<file path="src/dma_pkg.sv">
/*
   Host-side definitions for the DMA codec engine.
   Jobs move whole 64-bit words only, so no partial-word flush exists.
*/
package dma_pkg;

   localparam int WORD_W   = 64;   // source and destination word
   localparam int LANES    = 4;    // lanes of LANE_W bits per word
   localparam int CREDIT_W = 4;    // holds up to 15 credits

   // end-of-job sequence on the destination side
   typedef enum logic [1:0]
   {
      SEQ_RUN  = 2'd0,
      SEQ_LAST = 2'd1,
      SEQ_END  = 2'd2
   } out_seq_e;

endpackage

</file>
<file path="src/codec_pkg.sv">
/*
   Codec-side definitions for the DMA codec engine.
   The descriptor control word carries the encode and decode mode bits and a 16-bit key.
   If both mode bits are set, encode wins.
*/
package codec_pkg;

   localparam int LANE_W     = 16;   // one codec lane
   localparam int DC_W       = 24;   // descriptor control word
   localparam int DC_ENC_BIT = 5;
   localparam int DC_DEC_BIT = 6;
   localparam int DC_KEY_LSB = 8;    // key occupies dc[23:8]

   typedef enum logic [1:0]
   {
      MODE_IDLE = 2'd0,
      MODE_ENC  = 2'd1,
      MODE_DEC  = 2'd2
   } codec_mode_e;

   // encode has priority when both bits are set
   function automatic codec_mode_e dc_mode(input logic [DC_W-1:0] dc);
      codec_mode_e mode;
      if (dc[DC_ENC_BIT])
         mode = MODE_ENC;
      else if (dc[DC_DEC_BIT])
         mode = MODE_DEC;
      else
         mode = MODE_IDLE;
      return mode;
   endfunction

endpackage
</file>
<file path="src/codec_stream_if.sv">
/*
   One 16-bit lane stream between the packer stages.
   There is no back-pressure, so the receiver must take every valid lane.
*/
interface codec_stream_if import codec_pkg::*; ();

   logic [LANE_W-1:0] data;
   logic              valid;
   logic              first;   // lane 0 of the first word of a job
   logic              done;    // lane 3 of the last word of a job

   modport src (output data, output valid, output first, output done);
   modport snk (input data, input valid, input first, input done);

endinterface

</file>
<file path="src/codec_top.sv">
/*
   Top level of the DMA codec engine data path.
   The sink returns one m_credit_i pulse per destination word it can take.
   CREDITS sets both the starting credit count and its ceiling, 1..15.
*/
module codec_top
   import codec_pkg::*;
   import dma_pkg::*;
#(
   parameter int CREDITS = 4
)
(
   input  logic              wb_clk_i,
   input  logic              wb_rst_i,
   input  logic [DC_W-1:0]   dc_i,
   input  logic              m_enable_i,
   input  logic [WORD_W-1:0] m_src_i,
   input  logic              m_src_valid_i,
   input  logic              m_src_last_i,
   input  logic              m_credit_i,
   output logic              m_src_take_o,
   output logic [WORD_W-1:0] m_dst_o,
   output logic              m_dst_putn_o,
   output logic              m_dst_last_o,
   output logic              m_endn_o
);

   codec_mode_e       mode;
   logic [LANE_W-1:0] key;

   assign mode = dc_mode(dc_i);
   assign key  = dc_i[DC_KEY_LSB +: LANE_W];

   codec_stream_if lane_s ();   // source lanes, read by both cores
   codec_stream_if enc_s ();
   codec_stream_if dec_s ();

   codein #(
      .CREDITS (CREDITS)
   ) codein_inst (
      .wb_clk_i      (wb_clk_i),
      .wb_rst_i      (wb_rst_i),
      .m_enable_i    (m_enable_i),
      .m_src_i       (m_src_i),
      .m_src_valid_i (m_src_valid_i),
      .m_src_last_i  (m_src_last_i),
      .m_credit_i    (m_credit_i),
      .m_src_take_o  (m_src_take_o),
      .lane_o        (lane_s)
   );

   code_enc code_enc_inst (
      .wb_clk_i (wb_clk_i),
      .wb_rst_i (wb_rst_i),
      .key_i    (key),
      .in_s     (lane_s),
      .out_s    (enc_s)
   );

   code_dec code_dec_inst (
      .wb_clk_i (wb_clk_i),
      .wb_rst_i (wb_rst_i),
      .key_i    (key),
      .in_s     (lane_s),
      .out_s    (dec_s)
   );

   codeout codeout_inst (
      .wb_clk_i     (wb_clk_i),
      .wb_rst_i     (wb_rst_i),
      .mode_i       (mode),
      .m_enable_i   (m_enable_i),
      .enc_i        (enc_s),
      .dec_i        (dec_s),
      .m_dst_o      (m_dst_o),
      .m_dst_putn_o (m_dst_putn_o),
      .m_dst_last_o (m_dst_last_o),
      .m_endn_o     (m_endn_o)
   );

endmodule

</file>
<file path="src/codeout.sv">
/*
   Destination side of the codec engine.
   Encoded lanes are byte-swapped on the way out. Four lanes, low first, make one word
   and m_dst_putn_o pulses low for one cycle per word.
   All outputs read inactive while disabled or in idle mode.
*/
module codeout
   import codec_pkg::*;
   import dma_pkg::*;
(
   input  logic              wb_clk_i,
   input  logic              wb_rst_i,
   input  codec_mode_e       mode_i,
   input  logic              m_enable_i,
   codec_stream_if.snk       enc_i,
   codec_stream_if.snk       dec_i,
   output logic [WORD_W-1:0] m_dst_o,
   output logic              m_dst_putn_o,
   output logic              m_dst_last_o,
   output logic              m_endn_o
);

   localparam logic [1:0] LAST_LANE = 2'(LANES - 1);

   logic [LANE_W-1:0] lane_data;
   logic              lane_valid;
   logic              lane_first;
   logic              lane_done;
   logic [1:0]        lane_q;
   logic [1:0]        idx;
   logic [WORD_W-1:0] dst_q;
   logic              putn_q;
   out_seq_e          seq_q;
   logic              sel;

   always_comb
   begin
      if (mode_i == MODE_ENC)
      begin
         lane_data  = {enc_i.data[7:0], enc_i.data[15:8]};   // byte swap
         lane_valid = enc_i.valid;
         lane_first = enc_i.first;
         lane_done  = enc_i.done;
      end
      else
      begin
         lane_data  = dec_i.data;
         lane_valid = dec_i.valid;
         lane_first = dec_i.first;
         lane_done  = dec_i.done;
      end
   end

   // a first lane always lands at the bottom of the word
   assign idx = lane_first ? 2'd0 : lane_q;

   always_ff @(posedge wb_clk_i or posedge wb_rst_i)
   begin
      if (wb_rst_i)
         lane_q <= '0;
      else if (!m_enable_i)
         lane_q <= '0;
      else if (lane_valid)
         lane_q <= idx + 1'b1;
   end

   always_ff @(posedge wb_clk_i)
   begin
      if (lane_valid)
         dst_q[idx*LANE_W +: LANE_W] <= lane_data;
   end

   always_ff @(posedge wb_clk_i or posedge wb_rst_i)
   begin
      if (wb_rst_i)
         putn_q <= 1'b1;
      else
         putn_q <= !(lane_valid && idx == LAST_LANE);
   end

   // last rises with the final putn pulse, end follows one cycle later
   always_ff @(posedge wb_clk_i or posedge wb_rst_i)
   begin
      if (wb_rst_i)
         seq_q <= SEQ_RUN;
      else if (!m_enable_i)
         seq_q <= SEQ_RUN;
      else
         case (seq_q)
            SEQ_RUN:  if (lane_valid && lane_done) seq_q <= SEQ_LAST;
            SEQ_LAST: seq_q <= SEQ_END;
            default:  seq_q <= SEQ_END;
         endcase
   end

   assign sel = m_enable_i && mode_i != MODE_IDLE;

   assign m_dst_o      = sel ? dst_q : '0;
   assign m_dst_putn_o = sel ? putn_q : 1'b1;
   assign m_dst_last_o = sel && seq_q != SEQ_RUN;
   assign m_endn_o     = sel ? seq_q != SEQ_END : 1'b1;

endmodule

</file>
<file path="src/code_dec.sv">
/*
   Chained-XOR decoder with one register stage.
   out = in ^ (key + previous in), which undoes code_enc for the same key.
   The chain restarts from zero on a lane flagged first.
*/
module code_dec
   import codec_pkg::*;
(
   input  logic              wb_clk_i,
   input  logic              wb_rst_i,
   input  logic [LANE_W-1:0] key_i,
   codec_stream_if.snk       in_s,
   codec_stream_if.src       out_s
);

   logic [LANE_W-1:0] chain;
   logic [LANE_W-1:0] prev_q;   // previous cipher lane seen at the input
   logic [LANE_W-1:0] data_q;
   logic              valid_q;
   logic              first_q;
   logic              done_q;

   assign chain = in_s.first ? '0 : prev_q;

   always_ff @(posedge wb_clk_i)
   begin
      if (in_s.valid)
      begin
         prev_q <= in_s.data;
         data_q <= in_s.data ^ (key_i + chain);
      end
   end

   always_ff @(posedge wb_clk_i or posedge wb_rst_i)
   begin
      if (wb_rst_i)
      begin
         valid_q <= 1'b0;
         first_q <= 1'b0;
         done_q  <= 1'b0;
      end
      else
      begin
         valid_q <= in_s.valid;
         first_q <= in_s.valid && in_s.first;
         done_q  <= in_s.valid && in_s.done;
      end
   end

   assign out_s.data  = data_q;
   assign out_s.valid = valid_q;
   assign out_s.first = first_q;
   assign out_s.done  = done_q;

endmodule

</file>
<file path="src/code_enc.sv">
/*
   Chained-XOR encoder with one register stage.
   out = in ^ (key + previous out), the sum taken modulo 2^16.
   The chain restarts from zero on a lane flagged first.
*/
module code_enc
   import codec_pkg::*;
(
   input  logic              wb_clk_i,
   input  logic              wb_rst_i,
   input  logic [LANE_W-1:0] key_i,
   codec_stream_if.snk       in_s,
   codec_stream_if.src       out_s
);

   logic [LANE_W-1:0] chain;
   logic [LANE_W-1:0] data_q;   // last encoded lane, also the chain value
   logic              valid_q;
   logic              first_q;
   logic              done_q;

   assign chain = in_s.first ? '0 : data_q;

   always_ff @(posedge wb_clk_i)
   begin
      if (in_s.valid)
         data_q <= in_s.data ^ (key_i + chain);
   end

   always_ff @(posedge wb_clk_i or posedge wb_rst_i)
   begin
      if (wb_rst_i)
      begin
         valid_q <= 1'b0;
         first_q <= 1'b0;
         done_q  <= 1'b0;
      end
      else
      begin
         valid_q <= in_s.valid;
         first_q <= in_s.valid && in_s.first;
         done_q  <= in_s.valid && in_s.done;
      end
   end

   assign out_s.data  = data_q;
   assign out_s.valid = valid_q;
   assign out_s.first = first_q;
   assign out_s.done  = done_q;

endmodule

</file>
<file path="src/codein.sv">
/*
   Source side of the codec engine.
   A word is taken only while a credit is held. One credit is spent per word and
   the count never rises above CREDITS, which must lie in 1..15.
   Lanes leave low lane first, one per cycle, starting the cycle after the take.
*/
module codein
   import codec_pkg::*;
   import dma_pkg::*;
#(
   parameter int CREDITS = 4
)
(
   input  logic              wb_clk_i,
   input  logic              wb_rst_i,
   input  logic              m_enable_i,
   input  logic [WORD_W-1:0] m_src_i,
   input  logic              m_src_valid_i,
   input  logic              m_src_last_i,
   input  logic              m_credit_i,
   output logic              m_src_take_o,
   codec_stream_if.src       lane_o
);

   localparam logic [1:0] LAST_LANE = 2'(LANES - 1);

   logic [CREDIT_W-1:0] credit_q;
   logic [WORD_W-1:0]   word_q;
   logic [1:0]          lane_q;
   logic                busy_q;
   logic                first_q;   // next lane 0 opens a job
   logic                last_q;    // word in flight closes the job
   logic                take;

   // a new word may land while lane 3 of the previous one goes out
   assign take = m_enable_i && (credit_q != '0) && m_src_valid_i &&
                 (!busy_q || lane_q == LAST_LANE);
   assign m_src_take_o = take;

   always_ff @(posedge wb_clk_i or posedge wb_rst_i)
   begin
      if (wb_rst_i)
         credit_q <= CREDIT_W'(CREDITS);
      else if (take && !m_credit_i)
         credit_q <= credit_q - 1'b1;
      else if (m_credit_i && !take && credit_q < CREDIT_W'(CREDITS))
         credit_q <= credit_q + 1'b1;   // saturates at the ceiling
   end

   always_ff @(posedge wb_clk_i or posedge wb_rst_i)
   begin
      if (wb_rst_i)
      begin
         busy_q <= 1'b0;
         lane_q <= '0;
         last_q <= 1'b0;
      end
      else if (take)
      begin
         busy_q <= 1'b1;
         lane_q <= '0;
         last_q <= m_src_last_i;
      end
      else if (busy_q)
      begin
         lane_q <= lane_q + 1'b1;
         if (lane_q == LAST_LANE)
            busy_q <= 1'b0;
      end
   end

   always_ff @(posedge wb_clk_i or posedge wb_rst_i)
   begin
      if (wb_rst_i)
         first_q <= 1'b1;
      else if (!m_enable_i)
         first_q <= 1'b1;   // rearm for the next job
      else if (busy_q && lane_q == '0)
         first_q <= 1'b0;
   end

   always_ff @(posedge wb_clk_i)
   begin
      if (take)
         word_q <= m_src_i;
   end

   assign lane_o.data  = word_q[lane_q*LANE_W +: LANE_W];
   assign lane_o.valid = busy_q;
   assign lane_o.first = busy_q && lane_q == '0 && first_q;
   assign lane_o.done  = busy_q && lane_q == LAST_LANE && last_q;

endmodule

</file>
<file path="config.mk">
export PLATFORM = sky130hd
export DESIGN_NAME = codec_top
export DESIGN_NICKNAME = d
export VERILOG_FILES = /design/src/dma_pkg.sv /design/src/codec_pkg.sv /design/src/codec_stream_if.sv /design/src/codec_top.sv /design/src/codeout.sv /design/src/code_dec.sv /design/src/code_enc.sv /design/src/codein.sv
export SDC_FILE = /design/constraint.sdc
export NUM_CORES = 1
export LEC_CHECK = 0
export ABC_AREA = 1
export BUFFER_PORTS_ARGS = -buffer_cell sky130_fd_sc_hd__buf_2
export CAP_MARGIN = 40
export CELL_PAD_IN_SITES_DETAIL_PLACEMENT = 0
export CELL_PAD_IN_SITES_GLOBAL_PLACEMENT = 1
export CORE_MARGIN = 2
export CORE_UTILIZATION = 47
export CTS_BUF_LIST = sky130_fd_sc_hd__clkbuf_16
export DETAILED_ROUTE_END_ITERATION = 10
export HOLD_SLACK_MARGIN = 0.1
export MAX_ROUTING_LAYER = met4
export PLACE_DENSITY_LB_ADDON = 0.1
export SYNTH_ARGS = -nofsm -noshare
export SYNTH_HDL_FRONTEND = slang
export SYNTH_HIERARCHICAL = 1
export SYNTH_SLANG_ARGS = --single-unit
</file>
<file path="constraint.sdc">
create_clock -name wb_clk_i -period 11.4 [get_ports wb_clk_i]
set_input_delay 2.28 -clock wb_clk_i [delete_from_list [all_inputs] [get_ports wb_clk_i]]
set_output_delay 2.28 -clock wb_clk_i [all_outputs]
set_load 0.01 [all_outputs]
</file>
==> results.yml <==
global_routing:
  antenna_found_initial: 1
  grt_usage_pct: 21.14
  grt_pass1_vias: 7311
  grt_max_degree: 68
  gr-total-overflow: 0
  grt_pass1_wl_um: 37820
route:
  dr.pass1.iters: 5
  post-route-drc-count: 0
  via_per_inst: 4.716
  final_antenna_net_count: 0
  drt_iter0_drc: 452
  wl_um: 23560
  via_count: 7716
  wl_per_cell_um: 14.40
sta:
  post-route-period-util_pct: 53.16
  hold_violations: 0
  slew_headroom_pct: 41.02
  tightest_slew_ns: 0.8847
  fin_crit_ns: 6.060
  fin_tns_setup_ns: 0
  final_max_slew_viol_count: 0
  setup_viol: 0
  grt_setup_unrepaired: "false"
  final.setup_skew_ns: 0.01212
  fmax_mhz: 165.0
synthesis:
  synthTopCellsByArea: "edfxtp_1 49%, nand2_1 8.0%, inv_1 7.9%, nor2_1 6.6%, ha_1 4.7%"
  synth-main-ff-cell: "edfxtp_1"
  syn_area_mm2: 0.01070
  yosys.area.top_type: "edfxtp_1"
  synth_nets: 1325
  yosys_register_bits: 196
  post-synth-top-area-fraction_pct: 49.41
  ys_types: 35
  synth_warnings: 6
  netlist_instances: 1188
  seq_area_frac_synth_pct: 54.12
  syn_avg_cell_area_um2: 9.004
  synth_edf_count: 176
  async_flop_share_pct: 10.20
setup_path:
  worstPathRequired_ns: 9.12
  slowest_stage: "buf_4"
  critical-path-top-delay-family: "buffers and inverters"
  cp-start-kind: "primary input"
  crit_chain: "buf_2 > nor2_2 > o21ai_4 > buf_4 > nor2_1 > buf_2"
  cpPeakStageDelay_ns: 0.50
  critical_path_arrival_ns: 3.78
  crit_type: "primary input to output port"
  path_common_cell: "buf_2"
  worstPathMaxFanout: 67
  critPathBufInv: 3
  end_kind: "output port"
clock_network:
  hold_buffers: 0
  cts_tree: "done"
  root_buffer: "clkbuf_16"
  cts_max_path_buffers: 2
  clock_sinks: 196
  cts_buffers: 17
  cts.clk_slew.worst_paths_ns: 0.08
  clock_latency_ns: 0.44
  htreeDepth: 4
  post_cts_buffers: 0
  cts_resized: 0
die:
  die-height_um: 154.9
  rows: 55
  initial_utilization_pct: 47.53
  die_w_um: 154.9
  core_mm2: 0.02250
  io_pins: 162
  dieArea_mm2: 0.02398
run:
  maxCapViolCount: 0
pwr:
  p_leak_nw: 5.979
  p_per_area_mw_per_mm2: 296.4
  ir_drop_uv: 132.3
place:
  io_buffers: 155
  place_area_mm2: 0.01175
  gp_congestion: 0.8665
  dpl.hpwl_um: 17890
layout:
  nets: 1474
  final_area_mm2: 0.01236
  area_growth_pct: 15.55
  n_fill_cell: 2085
  drive_gt1_share_pct: 18.89
worst_hold_path:
  hold_class: "register to register"
outcome:
  run_status: "completed"
[cells in the final DEF (no fill, tap or decap), drive strengths merged, types with 5 or more instances in the layout]
| cell | count |
|---|---|
| dfrtp | 17 |
| or2 | 8 |
| nor3 | 41 |
| nand3 | 43 |
| clkinv | 8 |
| nor2 | 193 |
| o22ai | 16 |
| nand2 | 248 |
| edfxtp | 176 |
| clkbuf | 17 |
| a21oi | 14 |
| xnor2 | 15 |
| ha | 40 |
| nand3b | 32 |
| nand4 | 5 |
| xor2 | 28 |
| o21ai | 36 |
| buf | 163 |
| inv | 242 |
[report_power, final]
part,total (mW),internal (mW),leakage [nW],switching [mW]
clock network,0.606,0.299,0.295,0.306
logic,1.80,0.614,3.74,1.19
registers,1.25,1.14,1.94,0.112
total,3.66,2.06,5.98,1.61
[area by class of cell]
cell class	count	area (µm²)	area share, %
diodes	1	2.502	0.02025
clock buffers	17	425.4	3.442
clock inverters	15	181.4	1.468
inverters	235	882.1	7.137
multi-input cells	724	3885	31.43
flip-flops and latches	196	5791	46.85
well taps	285	356.6	2.885
repair buffers	163	835.8	6.762
[sequential cells by signal, summed over array words and instances, names as in the netlist, 2 cells and up]
register	cells
codein_inst/word_q	64
codeout_inst/seq_q	2
code_enc_inst/out_s.data	16
codein_inst/credit_q	4
codeout_inst/dst_q	64
codein_inst/lane_q	2
codeout_inst/lane_q	2
code_dec_inst/prev_q	16
code_dec_inst/out_s.data	16
[through the flow]
step / instances / hold WS [ns] / setup WS, ns / power (mW) / util (%)
3_3_place_gp: 1603 / 0.4518 / 5.345 / 3.051 / 52.22
4_1_cts: 1635 / 0.4666 / 5.333 / 3.699 / 54.91
3_5_place_dp: 1603 / 0.4547 / 5.320 / 3.083 / 52.22
2_1_floorplan: 1188 / 0.4416 / 5.205 / 2.605 / -
6_report: 1636 / 0.4634 / 5.340 / 3.663 / 54.92
5_1_grt: 1636 / 0.4923 / 5.201 / 3.993 / 54.92
[final timing paths]
path                                  startpoint                           end  slack (ns)  depth (start not counted)
setup / recovery                         dc_i[5]                    m_dst_o[8]        5.34                          6
min in group asynchronous               wb_rst_i     code_dec_inst/out_s.first        1.73                          2
max in group asynchronous               wb_rst_i       codein_inst/credit_q[2]        9.25                          2
hold reg to reg              codein_inst/first_q           codein_inst/first_q        0.46                          2
setup reg to reg           codein_inst/lane_q[0]  code_enc_inst/out_s.data[14]        7.46                         16
hold / removal               codein_inst/first_q           codein_inst/first_q        0.46                          2
[synth_stat cells, types with 4 or more instances]
cell type  number
nor3_2          6
xor2_1         28
nor2_1        189
ha_1           40
edfxtp_1      176
nor2_2          4
nand2_2        19
a21oi_1        14
o22ai_1        16
dfrtp_1        17
o21ai_0        12
nand3_1        37
nand2_1       229
nor3_1         35
o21ai_1        23
inv_1         224
nand4_1         4
xnor2_1        15
buf_2          22
nand3b_1       32
inv_2          10
clkbuf_1        8
[kinds of logic after synthesis]
logic type	Yosys count	share of synthesized area (%)
flops	196	54.12
buf+inv	268	9.732
compound gates	66	3.310
fa+ha+maj	43	5.240
simple gates	572	24.07
xor+xnor	43	3.521
[tightest hold or removal path: stages, from the launching register on]
cell,delay [ns]
dfstp_2,0.37
nand2_1,0.05
nand2_1,0.04
[metal layers]
metal | up-vias | global-route usage (%) | wire length [µm] | part of all wire, %
li1 | 4055 | - | - | -
met1 | 3467 | 27.16 | 10800 | 46
met2 | 174 | 34.77 | 11270 | 48
met3 | 20 | 3.677 | 1018 | 4.3
met4 | 0 | 6.041 | 473 | 2.0
met5 | - | - | 0 | 0
No activity file was read; power rests on OpenSTA's default activity.
